File: config.mk
export PLATFORM = sky130hd
export DESIGN_NAME = fcvt_top
export DESIGN_NICKNAME = d
export VERILOG_FILES = /design/src/fcvt_pkg.sv /design/src/fcvt_lzc.sv /design/src/fcvt_normalizer.sv /design/src/fcvt_pipe_stage.sv /design/src/fcvt_cast_round.sv /design/src/fcvt_top.sv
export SDC_FILE = /design/constraint.sdc
export NUM_CORES = 1
export LEC_CHECK = 0
export BUFFER_PORTS_ARGS = -buffer_cell sky130_fd_sc_hd__buf_2
export CORE_MARGIN = 3
export CORE_UTILIZATION = 25
export DETAILED_ROUTE_END_ITERATION = 8
export PLACE_DENSITY = 0.37
export REMOVE_ABC_BUFFERS = 1
export SYNTH_ARGS = -nofsm -noshare
export SYNTH_HDL_FRONTEND = slang
export SYNTH_SLANG_ARGS = --single-unit
File: constraint.sdc
create_clock -name clk_i -period 17.85 [get_ports clk_i]
set_input_delay 3.57 -clock clk_i [delete_from_list [all_inputs] [get_ports clk_i]]
set_output_delay 3.57 -clock clk_i [all_outputs]
set_load 0.005 [all_outputs]
File: src/fcvt_pkg.sv
/*
 * FCVT shared definitions
 * Widths, opcodes, rounding modes and the packed payloads that travel
 * between the stages of the float/integer conversion pipeline
 */

package fcvt_pkg;

  // --------------------------------------------------
  // Widths and format constants
  // --------------------------------------------------
  localparam int DATA_W    = 32;  // Operand and result width
  localparam int EXP_BITS  = 8;   // binary32 exponent field
  localparam int MAN_BITS  = 23;  // binary32 stored mantissa
  localparam int BIAS      = 127; // binary32 exponent bias
  localparam int INT_MAN_W = 32;  // Holds a whole integer or 1.mantissa
  localparam int INT_EXP_W = 10;  // Signed, covers -149 .. +158
  localparam int LZC_W     = 5;   // Leading-zero count of INT_MAN_W bits

  // Special result values
  localparam logic [DATA_W-1:0] QNAN      = 32'h7fc00000; // Canonical quiet NaN
  localparam logic [DATA_W-1:0] INT_MAX_S = 32'h7fffffff;
  localparam logic [DATA_W-1:0] INT_MIN_S = 32'h80000000;
  localparam logic [DATA_W-1:0] UINT_MAX  = 32'hffffffff;

  // --------------------------------------------------
  // Opcodes and rounding modes
  // --------------------------------------------------
  typedef enum logic {
    OP_F2I = 1'b0, // binary32 to integer
    OP_I2F = 1'b1  // Integer to binary32
  } op_e;

  // Same encoding as the RISC-V frm field
  typedef enum logic [2:0] {
    RNE = 3'b000, // Nearest, ties to even
    RTZ = 3'b001, // Toward zero
    RDN = 3'b010, // Toward -inf
    RUP = 3'b011, // Toward +inf
    RMM = 3'b100  // Nearest, ties away from zero
  } rnd_mode_e;

  // --------------------------------------------------
  // Packed payloads
  // --------------------------------------------------
  typedef struct packed {
    logic NV; // Invalid
    logic DZ; // Divide by zero, never raised by a cast
    logic OF; // Overflow
    logic UF; // Underflow
    logic NX; // Inexact
  } status_t;

  typedef struct packed {
    logic is_normal;
    logic is_subnormal;
    logic is_zero;
    logic is_inf;
    logic is_nan;
    logic is_signalling;
    logic is_quiet;
  } fp_info_t;

  typedef struct packed {
    logic [DATA_W-1:0] operand;
    op_e               op;
    logic              op_mod;   // 1 selects unsigned integers
    rnd_mode_e         rnd_mode;
  } fcvt_req_t;

  // Normalized operand, registered in the mid stage
  typedef struct packed {
    logic                        sign;
    logic signed [INT_EXP_W-1:0] exp;       // Unbiased exponent
    logic [INT_MAN_W-1:0]        mant;      // MSB set unless zero
    fp_info_t                    info;
    logic                        mant_zero; // Integer zero on I2F
    op_e                         op;
    logic                        op_mod;
    rnd_mode_e                   rnd_mode;
  } fcvt_norm_t;

  typedef struct packed {
    logic [DATA_W-1:0] result;
    status_t           status;
  } fcvt_resp_t;

endpackage

File: src/fcvt_lzc.sv
/*
 * Leading-zero counter
 * Priority search from the MSB; flags an all-zero input
 */

`timescale 1ns/100ps

module fcvt_lzc (
  input  logic [fcvt_pkg::INT_MAN_W-1:0] in_i,
  output logic [fcvt_pkg::LZC_W-1:0]     cnt_o,
  output logic                           empty_o
);

  // Scan upward so the highest set bit wins the last assignment
  always_comb begin
    cnt_o = '0; // Also the count for an empty input
    for (int i = 0; i < fcvt_pkg::INT_MAN_W; i++) begin
      if (in_i[i]) begin
        cnt_o = fcvt_pkg::LZC_W'(fcvt_pkg::INT_MAN_W - 1 - i);
      end
    end
  end

  // No bit set at all, used as integer zero
  assign empty_o = ~(|in_i);

endmodule

File: src/fcvt_normalizer.sv
/*
 * FCVT normalizer
 * Classifies the binary32 operand, takes the integer magnitude for I2F and
 * left-aligns the mantissa with the matching unbiased exponent
 */

`timescale 1ns/100ps

module fcvt_normalizer (
  input  fcvt_pkg::fcvt_req_t  req_i,
  output fcvt_pkg::fcvt_norm_t norm_o
);

  logic                                 is_i2f;
  logic [fcvt_pkg::EXP_BITS-1:0]        exp_field;
  logic [fcvt_pkg::MAN_BITS-1:0]        man_field;
  fcvt_pkg::fp_info_t                   info;
  logic                                 int_sign;
  logic [fcvt_pkg::INT_MAN_W-1:0]       int_mant; // Integer magnitude
  logic [fcvt_pkg::INT_MAN_W-1:0]       fp_mant;  // Hidden bit plus fraction
  logic [fcvt_pkg::INT_MAN_W-1:0]       enc_mant; // Selected by operation
  logic [fcvt_pkg::LZC_W-1:0]           shamt;    // Renormalization shift
  logic                                 mant_zero;
  logic signed [fcvt_pkg::INT_EXP_W-1:0] fp_exp, int_exp;

  assign is_i2f    = (req_i.op == fcvt_pkg::OP_I2F);
  assign exp_field = req_i.operand[fcvt_pkg::MAN_BITS +: fcvt_pkg::EXP_BITS];
  assign man_field = req_i.operand[fcvt_pkg::MAN_BITS-1:0];

  // --------------------------------------------------
  // Classification
  // --------------------------------------------------
  always_comb begin
    info.is_normal     = (exp_field != '0) && (exp_field != '1);
    info.is_subnormal  = (exp_field == '0) && (man_field != '0);
    info.is_zero       = (exp_field == '0) && (man_field == '0);
    info.is_inf        = (exp_field == '1) && (man_field == '0);
    info.is_nan        = (exp_field == '1) && (man_field != '0);
    info.is_signalling = info.is_nan && !man_field[fcvt_pkg::MAN_BITS-1]; // MSB clear
    info.is_quiet      = info.is_nan && man_field[fcvt_pkg::MAN_BITS-1];
  end

  // Only signed integers can be negative
  assign int_sign = req_i.operand[fcvt_pkg::DATA_W-1] & ~req_i.op_mod;
  assign int_mant = int_sign ? -req_i.operand : req_i.operand;
  // Right aligned, zero padded above the hidden bit
  assign fp_mant  = fcvt_pkg::INT_MAN_W'({info.is_normal, man_field});
  assign enc_mant = is_i2f ? int_mant : fp_mant;

  // --------------------------------------------------
  // Renormalization
  // --------------------------------------------------
  fcvt_lzc u_lzc (
    .in_i    (enc_mant),
    .cnt_o   (shamt),
    .empty_o (mant_zero)
  );

  // Subnormals count as exponent 1; the padding above the hidden bit is added back
  assign fp_exp = signed'(fcvt_pkg::INT_EXP_W'(exp_field))
                + signed'(fcvt_pkg::INT_EXP_W'(info.is_subnormal))
                - signed'(fcvt_pkg::INT_EXP_W'(fcvt_pkg::BIAS))
                - signed'(fcvt_pkg::INT_EXP_W'(shamt))
                + signed'(fcvt_pkg::INT_EXP_W'(fcvt_pkg::INT_MAN_W - 1 - fcvt_pkg::MAN_BITS));
  assign int_exp = signed'(fcvt_pkg::INT_EXP_W'(fcvt_pkg::INT_MAN_W - 1))
                 - signed'(fcvt_pkg::INT_EXP_W'(shamt)); // Position of the leading one

  always_comb begin
    norm_o.sign      = is_i2f ? int_sign : req_i.operand[fcvt_pkg::DATA_W-1];
    norm_o.exp       = is_i2f ? int_exp : fp_exp;
    norm_o.mant      = enc_mant << shamt; // Leading one lands in the MSB
    norm_o.info      = info;
    norm_o.mant_zero = mant_zero;
    norm_o.op        = req_i.op;
    norm_o.op_mod    = req_i.op_mod;
    norm_o.rnd_mode  = req_i.rnd_mode;
  end

endmodule

File: src/fcvt_pipe_stage.sv
/*
 * Elastic pipeline register
 * One valid/ready stage with synchronous flush, used for any payload width
 */

`timescale 1ns/100ps

module fcvt_pipe_stage #(
  parameter int Width = 32 // Payload bits
) (
  input  logic             clk_i,
  input  logic             rst_n_i,
  input  logic             flush_i,     // Drops the held item
  input  logic             in_valid_i,
  output logic             in_ready_o,
  input  logic [Width-1:0] in_data_i,
  output logic             out_valid_o,
  input  logic             out_ready_i,
  output logic [Width-1:0] out_data_o
);

  logic             valid_q;
  logic [Width-1:0] data_q;

  // Accept when downstream takes our item or we only hold a bubble
  assign in_ready_o = out_ready_i | ~valid_q;

  always_ff @(posedge clk_i or negedge rst_n_i) begin
    if (!rst_n_i) begin
      valid_q <= 1'b0;
    end else if (flush_i) begin
      valid_q <= 1'b0; // In-flight item discarded
    end else if (in_ready_o) begin
      valid_q <= in_valid_i;
    end
  end

  // Payload only moves on an accepted transfer
  always_ff @(posedge clk_i) begin
    if (in_valid_i && in_ready_o) data_q <= in_data_i;
  end

  assign out_valid_o = valid_q;
  assign out_data_o  = data_q;

endmodule

File: src/fcvt_cast_round.sv
/*
 * FCVT cast and round
 * Places the normalized mantissa for the target format, rounds it,
 * substitutes special results and raises the status flags
 */

`timescale 1ns/100ps

module fcvt_cast_round (
  input  fcvt_pkg::fcvt_norm_t norm_i,
  output fcvt_pkg::fcvt_resp_t resp_o
);

  logic                                  dst_is_int; // F2I
  logic signed [fcvt_pkg::INT_EXP_W-1:0] exp_s;
  logic signed [fcvt_pkg::INT_EXP_W-1:0] dest_exp;   // Rebiased for binary32

  assign dst_is_int = (norm_i.op == fcvt_pkg::OP_F2I);
  assign exp_s      = norm_i.exp;
  assign dest_exp   = exp_s + signed'(fcvt_pkg::INT_EXP_W'(fcvt_pkg::BIAS));

  // --------------------------------------------------
  // Casting
  // --------------------------------------------------
  logic [2*fcvt_pkg::INT_MAN_W:0] preshift_mant; // Mantissa at the shifter top
  logic [2*fcvt_pkg::INT_MAN_W:0] dest_mant;     // After the denormalizing shift
  logic [fcvt_pkg::LZC_W:0]       denorm_shamt;
  logic [fcvt_pkg::MAN_BITS-1:0]  final_mant;
  logic [fcvt_pkg::DATA_W-1:0]    final_int;
  logic [1:0]                     fp_rs, int_rs, rs; // Round and sticky bits
  logic                           of_before_round;

  always_comb begin
    preshift_mant   = {norm_i.mant, {(fcvt_pkg::INT_MAN_W+1){1'b0}}};
    denorm_shamt    = '0; // binary32 mantissa already in place
    of_before_round = 1'b0;
    if (dst_is_int) begin
      // Unsigned range reaches one binade higher
      if (exp_s >= signed'(fcvt_pkg::INT_EXP_W'(fcvt_pkg::DATA_W - 1 + int'(norm_i.op_mod))))
      begin
        of_before_round = 1'b1; // Keep shift at zero
      end else if (exp_s < -1) begin
        // Below one half, everything ends up in sticky
        denorm_shamt = (fcvt_pkg::LZC_W+1)'(fcvt_pkg::DATA_W + 1);
      end else begin
        denorm_shamt = (fcvt_pkg::LZC_W+1)'(fcvt_pkg::DATA_W - 1 - exp_s); // Integer place
      end
    end
  end

  assign dest_mant = preshift_mant >> denorm_shamt;

  // Hidden bit sits in the top bit and is dropped for binary32
  assign {final_mant, fp_rs[1]} =
      dest_mant[2*fcvt_pkg::INT_MAN_W-1 -: fcvt_pkg::MAN_BITS+1];
  assign {final_int, int_rs[1]} =
      dest_mant[2*fcvt_pkg::INT_MAN_W -: fcvt_pkg::DATA_W+1];
  assign fp_rs[0]  = |dest_mant[2*fcvt_pkg::INT_MAN_W-fcvt_pkg::MAN_BITS-2:0];
  assign int_rs[0] = |dest_mant[2*fcvt_pkg::INT_MAN_W-fcvt_pkg::DATA_W-1:0];
  assign rs        = dst_is_int ? int_rs : fp_rs;

  // --------------------------------------------------
  // Rounding
  // --------------------------------------------------
  logic [fcvt_pkg::DATA_W-1:0] pre_round_abs;
  logic [fcvt_pkg::DATA_W-1:0] rounded_abs;
  logic [fcvt_pkg::DATA_W-1:0] rounded_int_res; // Two's complement
  logic                        round_up;
  logic                        int_res_zero;
  logic                        of_after_round, uf_after_round;

  assign pre_round_abs = dst_is_int ? final_int
                                    : fcvt_pkg::DATA_W'({dest_exp[fcvt_pkg::EXP_BITS-1:0],
                                                         final_mant});

  always_comb begin
    case (norm_i.rnd_mode)
      fcvt_pkg::RNE: round_up = rs[1] & (rs[0] | pre_round_abs[0]); // Tie goes to even
      fcvt_pkg::RTZ: round_up = 1'b0;
      fcvt_pkg::RDN: round_up = (|rs) & norm_i.sign;
      fcvt_pkg::RUP: round_up = (|rs) & ~norm_i.sign;
      fcvt_pkg::RMM: round_up = rs[1];                              // Tie away from zero
      default:       round_up = 1'b0;
    endcase
  end

  // Carry out of the mantissa bumps the exponent
  assign rounded_abs     = pre_round_abs + fcvt_pkg::DATA_W'(round_up);
  assign rounded_int_res = norm_i.sign ? -rounded_abs : rounded_abs;
  assign int_res_zero    = (rounded_int_res == '0);

  // Exponent field of the rounded binary32
  assign of_after_round = &rounded_abs[fcvt_pkg::DATA_W-2 -: fcvt_pkg::EXP_BITS];
  assign uf_after_round = ~(|rounded_abs[fcvt_pkg::DATA_W-2 -: fcvt_pkg::EXP_BITS]);

  // --------------------------------------------------
  // Special cases and flags
  // --------------------------------------------------
  logic                        int_is_special;
  logic [fcvt_pkg::DATA_W-1:0] int_special_res;
  logic [fcvt_pkg::DATA_W-1:0] fp_result;
  fcvt_pkg::status_t           fp_status, int_status;

  // NaN, inf, out of range, or a negative that survives rounding into unsigned
  assign int_is_special = norm_i.info.is_nan | norm_i.info.is_inf | of_before_round |
                          (norm_i.sign & norm_i.op_mod & ~int_res_zero);

  always_comb begin
    if (!norm_i.sign || norm_i.info.is_nan) begin
      int_special_res = norm_i.op_mod ? fcvt_pkg::UINT_MAX : fcvt_pkg::INT_MAX_S;
    end else begin
      int_special_res = norm_i.op_mod ? '0 : fcvt_pkg::INT_MIN_S; // Saturate low
    end
  end

  // Float results only come from integers here, so zero is always +0
  assign fp_result = norm_i.mant_zero ? '0
                                      : {norm_i.sign, rounded_abs[fcvt_pkg::DATA_W-2:0]};

  always_comb begin
    fp_status    = '0;
    fp_status.NV = of_after_round;                  // Integer too large for binary32
    fp_status.NX = |fp_rs;
    fp_status.UF = uf_after_round & fp_status.NX;   // Tiny and inexact
    int_status   = '0;
    if (int_is_special) int_status.NV = 1'b1;       // Only NV on any special
    else                int_status.NX = |int_rs;
  end

  always_comb begin
    if (dst_is_int) begin
      resp_o.result = int_is_special ? int_special_res : rounded_int_res;
      resp_o.status = int_status;
    end else begin
      resp_o.result = fp_result;
      resp_o.status = fp_status;
    end
  end

endmodule

File: src/fcvt_top.sv
/*
 * FCVT top level
 * binary32 <-> 32-bit integer conversion, two stage valid/ready pipeline:
 * normalize, mid register, cast and round, output register
 */

`timescale 1ns/100ps

module fcvt_top (
  input  logic                 clk_i,
  input  logic                 rst_n_i,
  input  fcvt_pkg::fcvt_req_t  req_i,
  input  logic                 in_valid_i,
  output logic                 in_ready_o,
  input  logic                 flush_i,     // Kills both stages
  output fcvt_pkg::fcvt_resp_t resp_o,
  output logic                 out_valid_o,
  input  logic                 out_ready_i,
  output logic                 busy_o       // Item held in either stage
);

  fcvt_pkg::fcvt_norm_t norm_d, norm_q;
  fcvt_pkg::fcvt_resp_t resp_d;
  logic                 mid_valid;
  logic                 mid_ready; // Out stage accepts

  // --------------------------------------------------
  // Stage 1: normalize and register
  // --------------------------------------------------
  fcvt_normalizer u_normalizer (
    .req_i  (req_i),
    .norm_o (norm_d)
  );

  fcvt_pipe_stage #(
    .Width ($bits(fcvt_pkg::fcvt_norm_t))
  ) mid_stage (
    .clk_i       (clk_i),
    .rst_n_i     (rst_n_i),
    .flush_i     (flush_i),
    .in_valid_i  (in_valid_i),
    .in_ready_o  (in_ready_o),
    .in_data_i   (norm_d),
    .out_valid_o (mid_valid),
    .out_ready_i (mid_ready),
    .out_data_o  (norm_q)
  );

  // --------------------------------------------------
  // Stage 2: cast, round and register
  // --------------------------------------------------
  fcvt_cast_round u_cast_round (
    .norm_i (norm_q),
    .resp_o (resp_d)
  );

  fcvt_pipe_stage #(
    .Width ($bits(fcvt_pkg::fcvt_resp_t))
  ) out_stage (
    .clk_i       (clk_i),
    .rst_n_i     (rst_n_i),
    .flush_i     (flush_i),
    .in_valid_i  (mid_valid),
    .in_ready_o  (mid_ready),
    .in_data_i   (resp_d),
    .out_valid_o (out_valid_o),
    .out_ready_i (out_ready_i),
    .out_data_o  (resp_o)
  );

  assign busy_o = mid_valid | out_valid_o;

endmodule

# Word-level counts from Yosys, hierarchy flattened
# Index checks and enable logic that the tools add are counted.
dict set report word_totals {
  regBits 95
  inputBits 42
  out_inout_bits 40
  word_cells 131
}
dict set report op_classes {
  add_sub_neg 11
  magnitude_cmp 2
  n_eq_ne 5
  shifts 2
  muxes 57
  n_bitwise 21
  n_reduce_logical 28
}
# operator count
set op_table {}
lappend op_table {{two-way mux 32 bit} 9}
lappend op_table {{two-way mux 5 bit} 32}
lappend op_table {{right shift 65 x 6 -> 65 bit} 1}
lappend op_table {{negator 32 bit} 2}
lappend op_table {{OR reduction 32 bit} 2}
lappend op_table {{OR reduction 41 bit} 1}
lappend op_table {{OR reduction 40 bit} 1}
lappend op_table {{two-way mux 37 bit} 1}
lappend op_table {{OR reduction 33 bit} 1}
lappend op_table {{adder 32 x 1 -> 32 bit} 1}
lappend op_table {{logical NOT 32 bit} 1}
lappend op_table {{<< shifter 32 x 5 -> 32 bit} 1}
lappend op_table {{logical NOT 23 bit} 1}
lappend op_table {{nonzero test 23 bit} 1}
lappend op_table {{two-way mux 6 bit} 3}
lappend op_table {{adder 10 x 5 -> 10 bit, second input constant} 1}
lappend op_table {{greater-or-equal comparator 10 x 7 -> 1 bit} 1}
lappend op_table {{< comparator 10 x 1 -> 1 bit, second input constant} 1}
lappend op_table {{two-way mux 10 bit} 1}
lappend op_table {{subtractor 10 x 6 -> 10 bit} 1}
lappend op_table {{subtractor 10 x 8 -> 10 bit, second input constant} 1}
lappend op_table {{adder 8 x 1 -> 9 bit} 1}
lappend op_table {{logical AND 1 bit} 9}
lappend op_table {{two-way mux 1 bit} 9}
lappend op_table {{22 further kinds} 43}

# Depth between registers and ports, before layout
dict set report logic_depth {
  ltp_word 39
  depth_mapped 44
  mapped_depth_nobuf 37
}

# Cells and area by module
# A second synthesis with hierarchy kept.
dict set report hier_totals {
  cells_unflattened 1895
  hier_area_um2 14508.9
}
# mod instances cells_per_inst area_per_inst_um2 seq_area_each_um2
set modules_own_cells {}
lappend modules_own_cells {fcvt_cast_round 1 1155 7430.9 0.0}
lappend modules_own_cells {fcvt_normalizer 1 567 3778.6 0.0}
lappend modules_own_cells {{fcvt_pipe_stage (mid_stage)} 1 61 1741.7 1706.6}
lappend modules_own_cells {{fcvt_pipe_stage (out_stage)} 1 42 1171.1 1136.1}
lappend modules_own_cells {fcvt_lzc 1 69 380.4 0.0}
lappend modules_own_cells {fcvt_top 1 1 6.3 0.0}

# Worst setup path after synthesis
# Ideal clock, no wire load.
dict set report synth_path {
  kind {input to register}
  start {input req_i[11] (netlist bit)}
  end {register mid_stage.data_q[53] (netlist: mid_stage.out_data_o[53]), data pin}
  setup_ns 0.266
  arrival_time_ns 8.720
  required_time_ns 17.584
  slack_ns 8.865
  path_stages 26
  n_path_buf 2
  cell_sequence {or4_1 > nor4_1 > nand3_1 > nor3b_1 > nor2_1 > xnor2_1 > o211ai_1 > a211oi_1 > o31ai_1 > nand3_1 > a311o_1 > clkbuf_1 > buf_1 > clkinv_1 > ha_1 > inv_1 > ha_1 > a21o_1 > a21oi_1 > nor2b_1 > o21ai_0 > nand2b_1 > a21o_1 > a21oi_1 > xor2_1 > nor2_1}
}
dict set report synth_via {
  elab_chain_cells 32
  word_cells_on_any_way 37
  classes_between {add/sub: 6; mux: 29; reduce/logical: 2}
}
# item line_no
set synth_rtl {}
lappend synth_rtl {{start: declaration} fcvt_top.sv:12} ;# input fcvt_pkg::fcvt_req_t req_i,
lappend synth_rtl {{negator 32 bit} fcvt_normalizer.sv:45} ;# assign int_mant = int_sign ? -req_i.operand : req_i.operand;
lappend synth_rtl {{two-way mux 32 bit} fcvt_normalizer.sv:45}
lappend synth_rtl {{two-way mux 32 bit} fcvt_normalizer.sv:48} ;# assign enc_mant = is_i2f ? int_mant : fp_mant;
lappend synth_rtl {{two-way mux 5 bit (26 in a row)} fcvt_lzc.sv:18} ;# if (in_i[i]) begin
lappend synth_rtl {{subtractor 10 x 6 -> 10 bit} fcvt_normalizer.sv:63} ;# - signed'(fcvt_pkg::INT_EXP_W'(shamt))
lappend synth_rtl {{adder 10 x 5 -> 10 bit} fcvt_normalizer.sv:64} ;# + signed'(fcvt_pkg::INT_EXP_W'(fcvt_pkg::INT_MAN_W - 1 - fcvt_pkg::MAN_BITS));
lappend synth_rtl {{two-way mux 10 bit *} fcvt_normalizer.sv:70} ;# norm_o.exp = is_i2f ? int_exp : fp_exp;
lappend synth_rtl {{end signal: assignment} fcvt_pipe_stage.sv:40} ;# if (in_valid_i && in_ready_o) data_q <= in_data_i;
lappend synth_rtl {{end: declaration} fcvt_pipe_stage.sv:23} ;# logic [Width-1:0] data_q;
# Every way passes the cells marked *; elsewhere a longest branch is shown, timed or not.
# A chain may end at the register's enable or synchronous reset.

# Final worst setup path
dict set report layout_path {
  start {register mid_stage.data_q[45] (netlist: mid_stage.out_data_o[45])}
  end {register out_stage.data_q[9] (netlist: out_stage.out_data_o[9]), data pin}
}
dict set report layout_via {
  elab_chain_cells 19
  word_cells_on_any_way 31
  classes_between {add/sub: 4; order compare: 2; shift: 1; mux: 12; bitwise: 8; reduce/logical: 4}
}
# item line_no
set layout_rtl {}
lappend layout_rtl {{< comparator 10 x 1 -> 1 bit / subtractor 6 bit (equally long branches)} {fcvt_cast_round.sv:42, fcvt_cast_round.sv:46}}
lappend layout_rtl {{two-way mux 6 bit} fcvt_cast_round.sv:42} ;# end else if (exp_s < -1) begin
lappend layout_rtl {{two-way mux 6 bit} fcvt_cast_round.sv:39} ;# if (exp_s >= signed'(fcvt_pkg::INT_EXP_W'(fcvt_pkg::DATA_W - 1 + int'(norm_i.op_mod))))
lappend layout_rtl {{two-way mux 6 bit} fcvt_cast_round.sv:37} ;# if (dst_is_int) begin
lappend layout_rtl {{right shift 65 x 6 -> 65 bit} fcvt_cast_round.sv:51} ;# assign dest_mant = preshift_mant >> denorm_shamt;
lappend layout_rtl {{OR reduction 40 bit / OR reduction 32 bit (equally long branches)} {fcvt_cast_round.sv:58, fcvt_cast_round.sv:59}}
lappend layout_rtl {{two-way mux 2 bit} fcvt_cast_round.sv:60} ;# assign rs = dst_is_int ? int_rs : fp_rs;
lappend layout_rtl {{OR reduction 2 bit / bitwise OR 1 bit (equally long branches)} {fcvt_cast_round.sv:80, fcvt_cast_round.sv:81, fcvt_cast_round.sv:78}}
lappend layout_rtl {{[4 not listed]} -}
lappend layout_rtl {{two-way mux 32 bit} fcvt_cast_round.sv:89} ;# assign rounded_int_res = norm_i.sign ? -rounded_abs : rounded_abs;
lappend layout_rtl {{logical NOT 32 bit} fcvt_cast_round.sv:90} ;# assign int_res_zero = (rounded_int_res == '0);
lappend layout_rtl {{NOT 1 bit} fcvt_cast_round.sv:106} ;# (norm_i.sign & norm_i.op_mod & ~int_res_zero);
lappend layout_rtl {{AND 1 bit} fcvt_cast_round.sv:106}
lappend layout_rtl {{bitwise OR 1 bit} fcvt_cast_round.sv:105} ;# assign int_is_special = norm_i.info.is_nan | norm_i.info.is_inf | of_before_round |
lappend layout_rtl {{two-way mux 32 bit} fcvt_cast_round.sv:132} ;# resp_o.result = int_is_special ? int_special_res : rounded_int_res;
lappend layout_rtl {{two-way mux 37 bit *} fcvt_cast_round.sv:131} ;# if (dst_is_int) begin
lappend layout_rtl {{net out_stage.in_data_i[9]} fcvt_pipe_stage.sv:16} ;# input logic [Width-1:0] in_data_i,
lappend layout_rtl {{end signal: assignment} fcvt_pipe_stage.sv:40}
lappend layout_rtl {{end: declaration} fcvt_pipe_stage.sv:23}
# Mark *: on every way through the listed nets, which the timed path passes. The rest lies on a longest branch.

==> results.yml <==
sta:
  clock.fmax_ghz: 0.0842
  fin_setup_tns_ns: 0
  tightest_slew_ns: 1.26
  fin_skew_ns: 0.00541
  min_period_ns: 11.87
  timing_hold_violations_final: 0
  drv_slew: 0
  fin_crit_sh: 0.665
  setup_viol: 0
  maxSlewHeadroom: 0.157
  layout_setup_ws_ns: 5.98
  whs_ns: 0.590
  rsz0062_at_grt: "false"
setup_path:
  path_buf_inv: 4
  cp_max_fo: 36
  start_kind: "flip-flop"
  worstPathArrival_ns: 12.08
  worst_path_max_delay_cell: "nor2_1"
  max_stage_delay_ns: 0.88
  crit_family: "compound AO/OA/AOI/OAI gates"
  crit_top_cell: "a21oi_1"
  path_class: "reg -> reg"
  crit_required_ns: 18.05
  r2r_slack_ns: 5.98
  endpoint_kind: "flip-flop"
yosys:
  netlist.area_leader.share: 0.206
  synth_common_cells: "165 x nor2_1, 155 x nand2_1, 113 x o21ai_0"
  synth_warnings: 0
  ys_seq_elements: 88
  syn_area_mm2: 0.0126
  seq_area_frac_synth: 0.210
  async_reset_ff_frac: 0.0227
  synth_most_common_cell: "nor2_1"
  synth.avg_cell_area_um2: 7.55
  synth_edf_count: 86
  synth_top_cell_by_area: "edfxtp_1"
  synth.area.top_cells: "edfxtp_1 21%, mux2i_1 7.1%, nor2_1 4.9%, nand2_1 4.6%, o21ai_0 4.5%"
  synth_cells: 1663
  synth.distinct_cells: 93
  ys.flop_type: "edfxtp_1"
route:
  drc: 0
  drt_iter0_drc: 975
  drtAntennaViolNets: 0
  num_vias: 13400
  wire_per_inst_um: 23.7
  avgViaCountPerCell: 5.75
  dr.pass1.iters: 5
  wl_um: 55300
cells_and_area:
  drive_gt1_frac: 0.110
  syn_to_final_growth_pct: 10.5
  multi_input_area_mm2: 0.00929
  regArea_mm2: 0.00263
  nets: 1739
  num-fill-cells: 5551
  num_antenna_cells: 0
clocking:
  post_cts_resized: 0
  cts_hold_buf: 0
  cts_tree: "done"
  clkTransAtPathRegs_ns: 0.06
  htreeDepth: 3
  ctsLongestPathBuffers: 2
  cts_buffers: 9
  cts_root_buf: "clkbuf_16"
  post-cts-setup-buffers: 0
  clock_latency_ns: 0.39
  numClockSinks: 88
grt:
  grt_max_degree: 62
  grt_use_met3: 0.0214
  grt_use_total: 0.205
  busiest_layer: "met2"
  grt_pass1_vias: 13100
  overflow: 0
  grt_pass1_wl_um: 84300
  use_met1: 0.262
  antenna_found_initial: 0
  use_met2: 0.359
die:
  row_count: 81
  dieWidth_um: 230
  io_pins: 82
  initial_utilization: 0.255
  design.core.area_mm2: 0.0493
  die-area_mm2: 0.0529
  die_h_um: 230
place:
  pre_cts_slack_ns: 6.25
  port_buffers: 79
  place.gp.congestion: 0.935
  hpwl_um: 43400
pwr:
  power.density_mw_per_mm2: 84.1
  p_leak_uw: 0.00502
  vdd_drop_max_v: 0.0000554
job:
  max_cap_violations: 0
outcome:
  status: "finished clean"
min_path:
  hold_class: "reg -> reg"
[placed cells by master, fill, tap and decap left out, drive strengths merged, types with 12 or more instances in the layout]
cell type / instances
a211oi: 38
nand2b: 16
and2: 30
o22ai: 18
inv: 38
o21ai: 130
a22oi: 16
xor2: 40
o31ai: 23
or4: 15
mux2i: 89
nor2b: 14
a21oi: 94
nor2: 165
a21o: 17
and3: 22
xnor2: 62
o211ai: 32
nand2: 155
ha: 26
mux2: 20
a31oi: 44
a21boi: 12
edfxtp: 86
buf: 111
nand4: 27
o221ai: 20
nor4: 25
nor3: 48
nand3: 60
[through the flow]
step / total power (uW) / instance area (um2) / instances / utilization
after global routing: 1240 / 13900 / 2337 / 0.282
after floorplan: 712 / 12100 / 1548 / -
after detailed placement: 943 / 13600 / 2323 / 0.275
final: 1170 / 13900 / 2337 / 0.282
after CTS: 1170 / 13900 / 2337 / 0.282
after global placement: 950 / 13600 / 2323 / 0.275
[worst paths after layout]
kind | startpoint | end | cells past startpoint
min in group asynchronous | rst_n_i | out_stage.out_valid_o | 1
worst min register to register | mid_stage.out_valid_o | out_stage.out_valid_o | 2
worst max-delay path | mid_stage.out_data_o[45] | out_stage.out_data_o[9] | 35
max in group asynchronous | rst_n_i | mid_stage.out_valid_o | 1
worst min-delay path | mid_stage.out_valid_o | out_stage.out_valid_o | 2
worst max register to register | mid_stage.out_data_o[45] | out_stage.out_data_o[9] | 35
[power by group]
part	total [uW]	switching (uW)	internal (uW)
clock	220	85.5	135
sequential	305	39.5	266
combinational	642	425	216
[layout make-up]
| class | count | area share |
|---|---|---|
| Multi-Input combinational cell | 1417 | 0.670 |
| Sequential cell | 88 | 0.190 |
| Timing Repair Buffer | 111 | 0.0458 |
| Inverter | 43 | 0.0116 |
| Tap cell | 664 | 0.0599 |
| Clock buffer | 10 | 0.0165 |
| Clock inverter | 4 | 0.00685 |
[worst reg2reg max path: cells and delay by family (launching register included)]
family,cells,cell delay [ns]
muxes,2,0.62
and+or+nand+nor,11,3.87
AOI/OAI and AO/OA,16,5.10
buffers and inverters,4,1.13
DFF,1,0.32
adders and majority gates,2,0.63
[metal layers]
| metal | wire length (um) | part of all wire |
|---|---|---|
| met1 | 23700 | 0.43 |
| met2 | 27200 | 0.49 |
| met3 | 2560 | 0.046 |
| met4 | 1760 | 0.032 |
| met5 | 0 | 0 |
[registers in the layout, summed over array words and instances, names as in the netlist]
| register | count |
|---|---|
| mid_stage.out_valid_o | 1 |
| mid_stage.out_data_o | 51 |
| out_stage.out_data_o | 35 |
| out_stage.out_valid_o | 1 |
[logic make-up after synthesis]
| kind of cell | after synthesis | synth area share |
|---|---|---|
| AO/OA/AOI/OAI | 546 | 0.296 |
| other | 1 | 0.000299 |
| AND/OR/NAND/NOR | 631 | 0.253 |
| flip-flops | 88 | 0.210 |
| XOR/XNOR | 102 | 0.0718 |
| adder cells (fa/ha/maj) | 27 | 0.0275 |
| multiplexers | 109 | 0.0889 |
| buffers and inverters | 159 | 0.0530 |
Note: power is estimated with default switching activity, not from simulation.
